### config.mk
export PLATFORM = sky130hd
export DESIGN_NAME = led_matrix_top
export DESIGN_NICKNAME = d
export VERILOG_FILES = /design/src/hw/matrix_pkg.sv /design/src/hw/ctrl_pkg.sv /design/src/hw/bcm_timer.sv /design/src/hw/cmd_decoder.sv /design/src/hw/framebuffer.sv /design/src/hw/led_matrix_top.sv /design/src/hw/pixel_fetch.sv /design/src/hw/scan_fsm.sv /design/src/hw/uart_rx.sv
export SDC_FILE = /design/constraint.sdc
export NUM_CORES = 1
export LEC_CHECK = 0
export BUFFER_PORTS_ARGS = -buffer_cell sky130_fd_sc_hd__buf_2
export CORE_MARGIN = 2
export CORE_UTILIZATION = 45
export DETAILED_ROUTE_END_ITERATION = 10
export REMOVE_ABC_BUFFERS = 1
export SLEW_MARGIN = 25
export SYNTH_ARGS = -nofsm -noshare
export SYNTH_HDL_FRONTEND = slang
export SYNTH_HIERARCHICAL = 1
export SYNTH_SLANG_ARGS = --single-unit
### constraint.sdc
create_clock -name clk_root -period 2.9 [get_ports clk_root]
set_clock_uncertainty 0.15 [all_clocks]
set_input_delay 0.725 -clock clk_root [delete_from_list [all_inputs] [get_ports clk_root]]
set_output_delay 0.725 -clock clk_root [all_outputs]
set_load 0.01 [all_outputs]
### src/hw/matrix_pkg.sv
// ====================
// matrix geometry and pixel types
// shared by the store and scan paths
// ====================
package matrix_pkg;

    localparam int NUM_COLS     = 16;
    localparam int NUM_ROW_ADDR = 4;   // per half
    localparam int COLOR_DEPTH  = 2;   // bits per channel, also plane count

    typedef logic [3:0] col_addr_t;
    typedef logic [1:0] row_addr_t;
    typedef logic [0:0] plane_t;

    typedef struct packed {
        logic [COLOR_DEPTH-1:0] red;
        logic [COLOR_DEPTH-1:0] green;
        logic [COLOR_DEPTH-1:0] blue;
    } pixel_t;

    // one plane of one pixel
    typedef struct packed {
        logic red;
        logic green;
        logic blue;
    } rgb_bits_t;

    typedef struct packed {
        row_addr_t row;
        col_addr_t col;
    } fb_addr_t;

    typedef struct packed {
        rgb_bits_t rgb_top;
        rgb_bits_t rgb_bottom;
        row_addr_t row_addr;
        logic      clk_pixel;
        logic      row_latch;
        logic      output_enable;
    } panel_out_t;

endpackage

### src/hw/ctrl_pkg.sv
// ====================
// command opcodes and decoder types
// ====================
package ctrl_pkg;

    typedef enum logic [7:0] {
        WRITE_PIXEL    = 8'h01,
        SET_BRIGHTNESS = 8'h02,
        SET_RGB        = 8'h03
    } cmd_op_t;

    typedef enum logic [2:0] {
        DEC_IDLE,
        DEC_PIX_ADDR,   // waiting for half/row/col byte
        DEC_PIX_DATA,
        DEC_BRIGHT,
        DEC_RGB
    } dec_state_t;

    typedef struct packed {
        logic                 wr;
        logic                 bottom;   // 1 selects lower half
        matrix_pkg::fb_addr_t addr;
        matrix_pkg::pixel_t   pixel;
    } fb_write_t;

endpackage

### src/hw/bcm_timer.sv
// ====================
// binary-weighted on-time for one bitplane
// ====================
module bcm_timer #(
    parameter int BASE_TICKS = 4
) (
    input  logic               clk_root,
    input  logic               rst_n,
    input  logic               start,
    input  matrix_pkg::plane_t plane,
    output logic               done
);

    import matrix_pkg::*;

    localparam int MAX_TICKS = BASE_TICKS << (COLOR_DEPTH - 1);
    localparam int CNT_W     = $clog2(MAX_TICKS + 1);

    logic [CNT_W-1:0] cnt_q;   // zero when idle

    always_ff @(posedge clk_root or negedge rst_n) begin
        if (!rst_n) begin
            cnt_q <= '0;
        end else if (start) begin
            cnt_q <= CNT_W'(BASE_TICKS) << plane;
        end else if (cnt_q != '0) begin
            cnt_q <= cnt_q - 1'b1;
        end
    end

    assign done = (cnt_q == CNT_W'(1));   // last enabled cycle

endmodule

### src/hw/cmd_decoder.sv
// ====================
// command decoder: pixel writes and mask registers
// ====================
module cmd_decoder (
    input  logic                                clk_root,
    input  logic                                rst_n,
    input  logic [7:0]                          rx_byte,
    input  logic                                rx_valid,
    output ctrl_pkg::fb_write_t                 fb_wr,
    output logic [matrix_pkg::COLOR_DEPTH-1:0] brightness_en,
    output matrix_pkg::rgb_bits_t               rgb_en
);

    import matrix_pkg::*;
    import ctrl_pkg::*;

    dec_state_t state;
    cmd_op_t    opcode;
    logic       wr_q;
    logic       bottom_q;
    fb_addr_t   addr_q;
    pixel_t     pix_q;

    assign opcode = cmd_op_t'(rx_byte);

    always_ff @(posedge clk_root or negedge rst_n) begin
        if (!rst_n) begin
            state         <= DEC_IDLE;
            wr_q          <= 1'b0;
            brightness_en <= '1;
            rgb_en        <= '1;
        end else begin
            wr_q <= 1'b0;
            if (rx_valid) begin
                case (state)
                    DEC_IDLE: begin
                        case (opcode)
                            WRITE_PIXEL:    state <= DEC_PIX_ADDR;
                            SET_BRIGHTNESS: state <= DEC_BRIGHT;
                            SET_RGB:        state <= DEC_RGB;
                            default:        state <= DEC_IDLE;   // unknown, ignore
                        endcase
                    end
                    DEC_PIX_ADDR: state <= DEC_PIX_DATA;
                    DEC_PIX_DATA: begin
                        wr_q  <= 1'b1;
                        state <= DEC_IDLE;
                    end
                    DEC_BRIGHT: begin
                        brightness_en <= rx_byte[COLOR_DEPTH-1:0];
                        state         <= DEC_IDLE;
                    end
                    DEC_RGB: begin
                        rgb_en <= rgb_bits_t'(rx_byte[2:0]);
                        state  <= DEC_IDLE;
                    end
                    default: state <= DEC_IDLE;
                endcase
            end
        end
    end

    // address byte: bit 6 half, 5..4 row, 3..0 column
    always_ff @(posedge clk_root) begin
        if (rx_valid && state == DEC_PIX_ADDR) begin
            bottom_q <= rx_byte[6];
            addr_q   <= '{row: row_addr_t'(rx_byte[5:4]), col: col_addr_t'(rx_byte[3:0])};
        end
        if (rx_valid && state == DEC_PIX_DATA) begin
            pix_q <= pixel_t'(rx_byte[5:0]);
        end
    end

    assign fb_wr = '{wr: wr_q, bottom: bottom_q, addr: addr_q, pixel: pix_q};

endmodule

### src/hw/framebuffer.sv
// ====================
// two-bank pixel store, top and bottom half
// ====================
module framebuffer (
    input  logic                 clk_root,
    input  logic                 rst_n,
    input  ctrl_pkg::fb_write_t  fb_wr,
    input  matrix_pkg::fb_addr_t rd_addr,
    input  logic                 rd_strobe,
    output matrix_pkg::pixel_t   pix_top,
    output matrix_pkg::pixel_t   pix_bottom
);

    import matrix_pkg::*;

    localparam int DEPTH = NUM_ROW_ADDR * NUM_COLS;

    pixel_t mem [2][DEPTH];   // [0] top, [1] bottom

    always_ff @(posedge clk_root or negedge rst_n) begin
        if (!rst_n) begin
            for (int i = 0; i < DEPTH; i++) begin
                mem[0][i] <= '0;
                mem[1][i] <= '0;
            end
        end else if (fb_wr.wr) begin
            mem[fb_wr.bottom][fb_wr.addr] <= fb_wr.pixel;
        end
    end

    // both halves read at the same address
    always_ff @(posedge clk_root) begin
        if (rd_strobe) begin
            pix_top    <= mem[0][rd_addr];
            pix_bottom <= mem[1][rd_addr];
        end
    end

endmodule

### src/hw/led_matrix_top.sv
// ====================
// led matrix driver top
// uart commands in, hub75 style panel signals out
// ====================
module led_matrix_top #(
    parameter int TICKS_PER_BIT = 8,
    parameter int BASE_TICKS    = 4
) (
    input  logic                   clk_root,
    input  logic                   rst_n,
    input  logic                   serial_in,
    output matrix_pkg::panel_out_t panel
);

    import matrix_pkg::*;
    import ctrl_pkg::*;

    logic [7:0]             rx_byte;
    logic                   rx_valid;
    fb_write_t              fb_wr;
    logic [COLOR_DEPTH-1:0] brightness_en;
    rgb_bits_t              rgb_en;
    fb_addr_t               rd_addr;
    logic                   rd_strobe;
    plane_t                 plane;
    rgb_bits_t              rgb_top;
    rgb_bits_t              rgb_bottom;

    uart_rx #(
        .TICKS_PER_BIT (TICKS_PER_BIT)
    ) uart_rx_i (
        .clk_root  (clk_root),
        .rst_n     (rst_n),
        .serial_in (serial_in),
        .rx_byte   (rx_byte),
        .rx_valid  (rx_valid)
    );

    cmd_decoder cmd_decoder_i (
        .clk_root      (clk_root),
        .rst_n         (rst_n),
        .rx_byte       (rx_byte),
        .rx_valid      (rx_valid),
        .fb_wr         (fb_wr),
        .brightness_en (brightness_en),
        .rgb_en        (rgb_en)
    );

    pixel_fetch pixel_fetch_i (
        .clk_root      (clk_root),
        .rst_n         (rst_n),
        .fb_wr         (fb_wr),
        .rd_addr       (rd_addr),
        .rd_strobe     (rd_strobe),
        .plane         (plane),
        .brightness_en (brightness_en),
        .rgb_en        (rgb_en),
        .rgb_top       (rgb_top),
        .rgb_bottom    (rgb_bottom)
    );

    scan_fsm #(
        .BASE_TICKS (BASE_TICKS)
    ) scan_fsm_i (
        .clk_root   (clk_root),
        .rst_n      (rst_n),
        .rgb_top    (rgb_top),
        .rgb_bottom (rgb_bottom),
        .rd_addr    (rd_addr),
        .rd_strobe  (rd_strobe),
        .plane      (plane),
        .panel      (panel)
    );

endmodule

### src/hw/pixel_fetch.sv
// ====================
// column pair read, reduced to masked plane bits
// ====================
module pixel_fetch (
    input  logic                                clk_root,
    input  logic                                rst_n,
    input  ctrl_pkg::fb_write_t                 fb_wr,
    input  matrix_pkg::fb_addr_t                rd_addr,
    input  logic                                rd_strobe,
    input  matrix_pkg::plane_t                  plane,
    input  logic [matrix_pkg::COLOR_DEPTH-1:0] brightness_en,
    input  matrix_pkg::rgb_bits_t               rgb_en,
    output matrix_pkg::rgb_bits_t               rgb_top,
    output matrix_pkg::rgb_bits_t               rgb_bottom
);

    import matrix_pkg::*;

    pixel_t    pix_top;
    pixel_t    pix_bottom;
    rgb_bits_t chan_en;

    function automatic rgb_bits_t plane_bits(input pixel_t pix, input plane_t sel,
                                             input rgb_bits_t en);
        rgb_bits_t bits;
        bits.red   = pix.red[sel] & en.red;
        bits.green = pix.green[sel] & en.green;
        bits.blue  = pix.blue[sel] & en.blue;
        return bits;
    endfunction

    framebuffer fb_i (
        .clk_root   (clk_root),
        .rst_n      (rst_n),
        .fb_wr      (fb_wr),
        .rd_addr    (rd_addr),
        .rd_strobe  (rd_strobe),
        .pix_top    (pix_top),
        .pix_bottom (pix_bottom)
    );

    // a disabled plane blanks every channel
    assign chan_en    = rgb_en & {3{brightness_en[plane]}};
    assign rgb_top    = plane_bits(pix_top, plane, chan_en);
    assign rgb_bottom = plane_bits(pix_bottom, plane, chan_en);

endmodule

### src/hw/scan_fsm.sv
// ====================
// panel scan: shift, latch and display per row and plane
// ====================
module scan_fsm #(
    parameter int BASE_TICKS = 4
) (
    input  logic                  clk_root,
    input  logic                  rst_n,
    input  matrix_pkg::rgb_bits_t rgb_top,
    input  matrix_pkg::rgb_bits_t rgb_bottom,
    output matrix_pkg::fb_addr_t  rd_addr,
    output logic                  rd_strobe,
    output matrix_pkg::plane_t    plane,
    output matrix_pkg::panel_out_t panel
);

    import matrix_pkg::*;

    typedef enum logic [2:0] {S_FETCH, S_SHIFT, S_LATCH, S_ENABLE, S_DISPLAY} scan_state_t;

    localparam col_addr_t LAST_COL   = col_addr_t'(NUM_COLS - 1);
    localparam plane_t    LAST_PLANE = plane_t'(COLOR_DEPTH - 1);

    scan_state_t state;
    logic        phase;   // 0 sets data, 1 raises clk_pixel
    col_addr_t   col_q;
    row_addr_t   row_q;
    plane_t      plane_q;
    logic        timer_done;

    assign plane = plane_q;

    // next column is read while the current one is clocked out
    assign rd_strobe = (state == S_FETCH) || (state == S_SHIFT && !phase && col_q != LAST_COL);
    assign rd_addr   = '{row: row_q, col: (state == S_FETCH) ? col_addr_t'(0) : col_q + 1'b1};

    bcm_timer #(
        .BASE_TICKS (BASE_TICKS)
    ) timer_i (
        .clk_root (clk_root),
        .rst_n    (rst_n),
        .start    (state == S_ENABLE),
        .plane    (plane_q),
        .done     (timer_done)
    );

    always_ff @(posedge clk_root or negedge rst_n) begin
        if (!rst_n) begin
            state   <= S_FETCH;
            phase   <= 1'b0;
            col_q   <= '0;
            row_q   <= '0;
            plane_q <= '0;
            panel   <= '0;
        end else begin
            case (state)
                S_FETCH: begin
                    col_q <= '0;
                    phase <= 1'b0;
                    state <= S_SHIFT;
                end
                S_SHIFT: begin
                    phase <= ~phase;
                    if (!phase) begin
                        panel.rgb_top    <= rgb_top;
                        panel.rgb_bottom <= rgb_bottom;
                        panel.clk_pixel  <= 1'b0;
                    end else begin
                        panel.clk_pixel <= 1'b1;
                        if (col_q == LAST_COL) begin
                            state <= S_LATCH;
                        end else begin
                            col_q <= col_q + 1'b1;
                        end
                    end
                end
                S_LATCH: begin
                    panel.clk_pixel <= 1'b0;
                    panel.row_latch <= 1'b1;
                    panel.row_addr  <= row_q;   // row switches with the latch
                    state           <= S_ENABLE;
                end
                S_ENABLE: begin
                    panel.row_latch     <= 1'b0;
                    panel.output_enable <= 1'b1;
                    state               <= S_DISPLAY;
                end
                S_DISPLAY: begin
                    if (timer_done) begin
                        panel.output_enable <= 1'b0;
                        state               <= S_FETCH;
                        if (plane_q == LAST_PLANE) begin
                            plane_q <= '0;
                            row_q   <= row_q + 1'b1;   // wraps after 3
                        end else begin
                            plane_q <= plane_q + 1'b1;
                        end
                    end
                end
                default: state <= S_FETCH;
            endcase
        end
    end

endmodule

### src/hw/uart_rx.sv
// ====================
// 8N1 uart receiver, one strobe per good byte
// ====================
module uart_rx #(
    parameter int TICKS_PER_BIT = 8
) (
    input  logic       clk_root,
    input  logic       rst_n,
    input  logic       serial_in,
    output logic [7:0] rx_byte,
    output logic       rx_valid
);

    localparam int CNT_W = $clog2(TICKS_PER_BIT) + 1;

    typedef enum logic [1:0] {RX_IDLE, RX_START, RX_DATA, RX_STOP} rx_state_t;

    rx_state_t        state;
    logic [1:0]       sync_q;
    logic [CNT_W-1:0] tick_cnt;
    logic [2:0]       bit_idx;
    logic [7:0]       shift_q;
    logic             line;
    logic             mid_bit;

    assign line    = sync_q[1];
    assign mid_bit = (tick_cnt == '0);

    always_ff @(posedge clk_root or negedge rst_n) begin
        if (!rst_n) begin
            sync_q <= 2'b11;   // line idles high
        end else begin
            sync_q <= {sync_q[0], serial_in};
        end
    end

    always_ff @(posedge clk_root or negedge rst_n) begin
        if (!rst_n) begin
            state    <= RX_IDLE;
            tick_cnt <= '0;
            bit_idx  <= '0;
            rx_valid <= 1'b0;
        end else begin
            rx_valid <= 1'b0;
            if (state != RX_IDLE && !mid_bit) begin
                tick_cnt <= tick_cnt - 1'b1;
            end
            case (state)
                RX_IDLE: begin
                    if (!line) begin
                        state    <= RX_START;
                        tick_cnt <= CNT_W'(TICKS_PER_BIT / 2 - 1);   // half bit to centre
                    end
                end
                RX_START: begin
                    if (mid_bit) begin
                        state    <= line ? RX_IDLE : RX_DATA;   // glitch check
                        tick_cnt <= CNT_W'(TICKS_PER_BIT - 1);
                        bit_idx  <= '0;
                    end
                end
                RX_DATA: begin
                    if (mid_bit) begin
                        tick_cnt <= CNT_W'(TICKS_PER_BIT - 1);
                        bit_idx  <= bit_idx + 1'b1;
                        if (bit_idx == 3'd7) begin
                            state <= RX_STOP;
                        end
                    end
                end
                RX_STOP: begin
                    if (mid_bit) begin
                        rx_valid <= line;   // bad stop bit drops the frame
                        state    <= RX_IDLE;
                    end
                end
                default: state <= RX_IDLE;
            endcase
        end
    end

    // lsb arrives first
    always_ff @(posedge clk_root) begin
        if (state == RX_DATA && mid_bit) begin
            shift_q <= {line, shift_q[7:1]};
        end
        if (state == RX_STOP && mid_bit && line) begin
            rx_byte <= shift_q;
        end
    end

endmodule

==> flow_summary.json, run 1 <==
{
  "cts_max_level": 3,
  "cts_sinks": 856,
  "dr.first_iter.drc_count": 1697,
  "grt_usage_pct": 23.49,
  "worstPathArrival_ps": 3170,
  "setup_ws_ps": 7.289,
  "slowest_stage": "mux4_2",
  "startpoint_type": "flop",
  "met3_length_um": 5271,
  "async_reset_ff_share_pct": 95.21,
  "start_util_pct": 45.51,
  "synth_edf_count": 41,
  "status": "completed",
  "synth_seq_area_share_pct": 54.63,
  "holdPathStages": 0,
  "drc": 0,
  "pre_cts_ws_ps": -86.45,
  "reg2reg_from": "scan_fsm_i/col_q[0]",
  "die_height_um": 300.7,
  "cp.required_ps": 3180,
  "cp_max_fo": 7,
  "ant_nets": 0,
  "finalSetupViolations": 0,
  "coreArea_sq_um": 87020,
  "cts_tree": "built",
  "cts_buffer_depth": 3,
  "yosys_warnings": 6,
  "crit_top_cell": "buf_12",
  "place_congestion": 0.8350,
  "layout_min_cycle_time_ps": 2893,
  "drv_cap": 0,
  "critical_path.cell_chain": "ha_4 -> nor2b_4 -> buf_12 -> buf_16 -> buf_12 -> clkbuf_16 -> mux4_2 -> o221ai_2 -> a21oi_2 -> a22o_1",
  "nets": 2686,
  "critPathMaxStageDelay_ps": 520,
  "via_count": 23120,
  "vdd_drop_max_v": 0.0004379,
  "fin_crit_sh_pct": 99.75,
  "clk_pin_slew_ps": 70,
  "fin_hold_ws_ps": 210.3,
  "layout-drive-gt1-share_pct": 53.55,
  "route.top_layer_used": "met5",
  "slew_headroom_pct": 33.41,
  "layout_common_cells": "dfrtp_1, mux2_2, mux4_2, buf_4, clkbuf_16",
  "multi_input_area_sq_um": 17460,
  "synth.distinct_cells": 77,
  "port_buffers": 13,
  "timing.reg2reg.setup_slack_ps": 7,
  "dieArea_sq_um": 90400,
  "clk_latency_ps": 670,
  "root_buffer": "clkbuf_16",
  "syn_to_final_growth_pct": 16.70,
  "synthCells": 2550,
  "rsz0062_at_grt": "true",
  "die_w_um": 300.7,
  "grt_pass1_wl_um": 158900,
  "tightest_slew_ps": 998.9,
  "criticalPathCategory": "flop to flop",
  "antenna_found_initial": 3,
  "powerDensity_nw_per_um2": 553.0,
  "num_rows": 108,
  "min_to": "uart_rx_i/sync_q[1]",
  "p_leak_nw": 21.78,
  "grt_pass1_vias": 24430,
  "ff_latch_area_sq_um": 21630,
  "avgSynthCellArea_sq_um": 15.53,
  "cts_buffers": 92,
  "grt-ovfl-total": 0,
  "ioPinCount": 14,
  "dr.pass1.iters": 5,
  "hold_violations": 0,
  "final_common_cell": "dfrtp_1",
  "vias_per_cell": 5.923,
  "m1WireLength_um": 46870,
  "min_path_type": "flop to flop",
  "routedWlPerCell_um": 27.27,
  "nFillCells": 7011,
  "drv_slew": 0,
  "ys.flop_type": "dfrtp_1",
  "hold_path_startpoint": "uart_rx_i/sync_q[0]",
  "fmax_mhz": 345.7,
  "r2r-end": "pixel_fetch_i/fb_i/pix_top[1]",
  "worst_setup_path_end_kind": "flop",
  "wl_um": 106500,
  "r2r.worst_path.cells": 10,
  "synth_area_sq_um": 39610,
  "grt_max_degree": 91,
  "route.met2.wl_um": 50860,
  "dp_hpwl_um": 70820,
  "antennaDiodeCount": 0,
  "synth-seq-cells": 856
}
## logic make-up (layout without fill, tap and decap cells)
family                     count (synthesis)  in the layout  share of synthesized area [%]
AOI/OAI and AO/OA                        145            145                          2.635
xor gates and xnor gates                   7              7                         0.1548
adders and majority gates                 11             11                         0.3475
buffers and inverters                    193            392                          2.170
DFF                                      856            856                          54.63
muxes                                   1020           1020                          34.24
and+or+nand+nor                          318            318                          5.829
## worst max path at each step
stage | start | end | slack, ps | cells after the start
after global placement | scan_fsm_i/state[1] | pixel_fetch_i/fb_i/pix_bottom[4] | -160 | 10
final | scan_fsm_i/col_q[0] | pixel_fetch_i/fb_i/pix_top[1] | 7 | 10
after global routing | scan_fsm_i/col_q[1] | pixel_fetch_i/fb_i/pix_top[5] | -90 | 9
after CTS | scan_fsm_i/col_q[0] | pixel_fetch_i/fb_i/pix_bottom[4] | -5 | 7
after floorplan | scan_fsm_i/state[0] | pixel_fetch_i/fb_i/pix_top[1] | -11400 | 6
after detailed placement | scan_fsm_i/state[1] | pixel_fetch_i/fb_i/pix_bottom[4] | -90 | 10
## what timing repair did
action | in CTS | in global routing
setup endpoints to repair | 6 | 12
hold endpoints to repair | 44 | 0
hold buffers | 2 | 0
pin swaps | 0 | 9
gates cloned | 0 | 7
resized for setup | 8 | 77
buffers inserted | 0 | 31
## sequential cells by signal, summed over array words and instances, names as in the netlist, 2 cells and up, named ones only
signal	cells
uart_rx_i/shift_q	8
scan_fsm_i/panel	11
scan_fsm_i/row_q	2
scan_fsm_i/timer_i/cnt_q	4
pixel_fetch_i/fb_i/pix_bottom	6
cmd_decoder_i/fb_wr	12
scan_fsm_i/state	3
scan_fsm_i/col_q	4
pixel_fetch_i/fb_i/pix_top	6
pixel_fetch_i/fb_i/mem	768
uart_rx_i/bit_idx	3
uart_rx_i/tick_cnt	4
uart_rx_i/sync_q	2
cmd_decoder_i/state	3
uart_rx_i/rx_byte	8
cmd_decoder_i/brightness_en	2
cmd_decoder_i/rgb_en	3
## through the flow
stage | std cells | power (mW) | cell area, sq um | TNS (ps) | utilization [%]
final | 3904 | 25.56 | 46220 | 0 | 53.11
after detailed placement | 3697 | 13.17 | 42050 | -238.6 | 48.33
after global routing | 3904 | 26.48 | 46220 | -207.4 | 53.11
after global placement | 3697 | 13.11 | 42050 | -454.7 | 48.33
after CTS | 3870 | 25.86 | 45390 | -4.878 | 52.15
after floorplan | 2368 | 12.75 | 38790 | -136110 | -
## critical path: cells and delay by family, from the launching register on
| family | cells | cell delay, ps |
|---|---|---|
| AOI/OAI and AO/OA | 3 | 420 |
| adders and majority gates | 1 | 280 |
| buffers and inverters | 4 | 620 |
| DFF | 1 | 420 |
| muxes | 1 | 520 |
| and+or+nand+nor | 1 | 220 |
## final cells by class
type	instances	area share [%]
well taps	1155	3.127
multi-input cells	1501	37.77
clock buffers	128	5.915
flip-flops and latches	856	46.81
inverters	11	0.08933
repair buffers	210	5.095
clock inverters	43	1.194
## report_power, final
part,total [mW],switching (mW),internal (mW)
Clock,12.6,4.95,7.66
Sequential,12.2,0.0695,12.1
Combinational,0.789,0.516,0.273
Total,25.6,5.53,20.0
## metal layers
layer / track usage [%] / vias up
met3: 4.661 / 181
met4: 8.209 / 2
met2: 37.33 / 571
met5: 0 / -
li1: - / 9785
met1: 32.35 / 12580
## synthesized netlist by cell type, types with 4 or more instances
cell type	count	area share [%]
and2_1	4	0.063
a21o_1	4	0.076
buf_1	13	0.12
nand4b_1	8	0.18
nor2_4	40	1.1
a22oi_1	11	0.21
a22o_1	14	0.31
nand3_1	18	0.23
xnor2_1	5	0.11
nor2_2	66	1.0
or2_1	4	0.063
ha_1	11	0.35
or3b_2	5	0.11
o22ai_1	27	0.43
a21oi_1	23	0.29
inv_1	11	0.10
dfstp_2	7	0.46
nand3b_4	6	0.30
nor3_1	9	0.11
nor3b_2	5	0.16
clkbuf_1	108	1.0
a31oi_1	4	0.063
edfxtp_1	41	3.1
o21bai_1	7	0.13
or2_4	4	0.088
a211o_1	4	0.088
a221oi_1	7	0.15
buf_4	21	0.40
buf_2	39	0.49
dfrtp_1	808	51
nor2_1	35	0.33
nor2_8	4	0.20
nand2b_1	13	0.21
mux2_1	87	2.5
mux2_2	711	20
mux2i_1	34	0.86
nand4_1	7	0.11
o21ai_0	11	0.14
nor2b_1	11	0.17
nand2_1	36	0.34
nand3b_1	4	0.076
mux4_2	188	11
and3_1	4	0.063
o221ai_1	16	0.35
(Power assumes the default switching activity.)
==> run 2: changes to the inputs <==
--- a/config.mk
+++ b/config.mk
@@ -7,8 +7,9 @@
 export LEC_CHECK = 0
 export BUFFER_PORTS_ARGS = -buffer_cell sky130_fd_sc_hd__buf_2
 export CORE_MARGIN = 2
-export CORE_UTILIZATION = 45
+export CORE_UTILIZATION = 27
 export DETAILED_ROUTE_END_ITERATION = 10
+export RECOVER_POWER = 50
 export REMOVE_ABC_BUFFERS = 1
 export SLEW_MARGIN = 25
 export SYNTH_ARGS = -nofsm -noshare
==> flow_summary.json, run 2 (synthesis results as in run 1) <==
{
  "drv_slew": 0,
  "cts_max_level": 3,
  "worst_setup_path_end_kind": "flop",
  "startpoint_type": "flop",
  "num_rows": 140,
  "clk_latency_ps": 680,
  "nets": 2693,
  "setup_ws_ps": 41.41,
  "cp_max_fo": 17,
  "multi_input_area_sq_um": 17260,
  "start_util_pct": 27.21,
  "dp_cells": 4483,
  "routedWlPerCell_um": 21.84,
  "hold_path_startpoint": "uart_rx_i/sync_q[0]",
  "final_common_cell": "dfrtp_1",
  "fin_crit_sh_pct": 98.57,
  "worstPathArrival_ps": 3140,
  "ioPinCount": 14,
  "drv_cap": 0,
  "rsz0062_at_grt": "true",
  "hold_violations": 0,
  "dr.first_iter.drc_count": 1364,
  "pre_cts_ws_ps": -31.61,
  "largest_reg_flops": 768,
  "cts_sinks": 856,
  "r2r-end": "pixel_fetch_i/fb_i/pix_top[5]",
  "powerDensity_nw_per_um2": 536.0,
  "layout-drive-gt1-share_pct": 51.94,
  "nFillCells": 14190,
  "ant_nets": 0,
  "cts_buffer_depth": 3,
  "finalSetupViolations": 0,
  "syn_to_final_growth_pct": 17.41,
  "dr.pass1.iters": 5,
  "min_to": "uart_rx_i/sync_q[1]",
  "top_register": "pixel_fetch_i/fb_i/mem",
  "timing.reg2reg.setup_slack_ps": 40,
  "clk_pin_slew_ps": 60,
  "holdPathStages": 0,
  "grt-ovfl-total": 0,
  "via_count": 22660,
  "status": "completed",
  "min_path_type": "flop to flop",
  "r2r.worst_path.cells": 9,
  "antenna_found_initial": 1,
  "vdd_drop_max_v": 0.0004050,
  "port_buffers": 13,
  "tightest_slew_ps": 1230,
  "ff_latch_area_sq_um": 21630,
  "grt_pass1_wl_um": 156700,
  "grt_pass1_vias": 23820,
  "grt_max_degree": 93,
  "root_buffer": "clkbuf_16",
  "criticalPathCategory": "flop to flop",
  "die_w_um": 387.0,
  "p_leak_nw": 21.57,
  "wl_um": 102100,
  "place_congestion": 0.8078,
  "coreArea_sq_um": 145600,
  "dieArea_sq_um": 149800,
  "crit_start": "scan_fsm_i/col_q[0]",
  "reg2reg_from": "scan_fsm_i/col_q[0]",
  "grt_usage_pct": 13.57,
  "cts_buffers": 91,
  "die_height_um": 387.0,
  "dp_hpwl_um": 68620,
  "cts_tree": "built",
  "slew_headroom_pct": 18.03,
  "layout_min_cycle_time_ps": 2859,
  "drc": 0,
  "vias_per_cell": 4.849,
  "layout_common_cells": "dfrtp_1, mux2_2, mux4_2, buf_4, clkbuf_16",
  "fin_cells": 4673,
  "cp.required_ps": 3180,
  "fmax_mhz": 349.8
}
run 2: changes by cell type in the layout (fill, tap and decap cells not counted), moves of 9 or more:
cell / delta
clkbuf_1: +22
buf_12: -15
clkbuf_2: +9
o22ai_1: +9
run 2: layer usage:
layer	share of wire [%]	vias to the layer above	routed length [um]	track usage, %
met2	47	406	47960	21.49
met1	47	12300	47490	19.26
met4	2.0	0	2034	3.344
met3	4.5	134	4568	2.345
li1	-	9822	-	-
met5	0	-	0	0
run 2: cell type report:
cell class | count | area share, %
tap | 1917 | 5.158
clock buffer | 138 | 5.844
antenna | 1 | 0.005381
sequential | 856 | 46.52
inverter | 11 | 0.08879
clock inverter | 31 | 0.8314
multi-input combinational | 1501 | 37.11
timing repair buffer | 218 | 4.437
run 2: metrics by stage:
step	cell area [sq um]	power [mW]	util, %	hold WS [ps]	setup TNS (ps)
2_1_floorplan	38790	12.75	-	195.2	-136110
3_3_place_gp	43230	13.16	29.69	197.9	-353.3
3_5_place_dp	43230	13.17	29.69	200.0	-74.91
4_1_cts	46420	25.34	31.89	208.1	0
5_1_grt	46500	25.88	31.95	215.2	-161.1
6_report	46500	24.93	31.95	211.9	0
run 2: worst max path at each step:
stage | end | slack (ps) | depth (start not counted)
floorplan | pixel_fetch_i/fb_i/pix_top[1] | -11400 | 6
global placement | pixel_fetch_i/fb_i/pix_bottom[1] | -70 | 11
detailed placement | pixel_fetch_i/fb_i/pix_top[2] | -30 | 8
CTS | pixel_fetch_i/fb_i/pix_bottom[2] | 0.8 | 9
global route | pixel_fetch_i/fb_i/pix_bottom[2] | -30 | 9
finish | pixel_fetch_i/fb_i/pix_top[5] | 40 | 9
run 2: power by group:
| group | total, mW | internal [mW] | switching [mW] |
|---|---|---|---|
| clock network | 12.0 | 7.12 | 4.92 |
| registers | 12.2 | 12.1 | 0.0633 |
| logic | 0.733 | 0.241 | 0.493 |
run 2: worst max-delay path, stage by stage, from the launching register on:
cell     delay (ps)
dfrtp_1         380
ha_1            260
xnor2_2         170
nor2_4          160
buf_12          170
buf_4           320
mux4_2          360
mux2i_1         220
a22oi_1         160
a22o_1          250
run 2: timing repair:
item	CTS	global route
buffers inserted	1	14
endpoints found under the setup margin	6	11
hold endpoints to repair	30	0
cloned	1	2
resized for setup	4	36
pin swaps	1	2
hold buffers	2	0
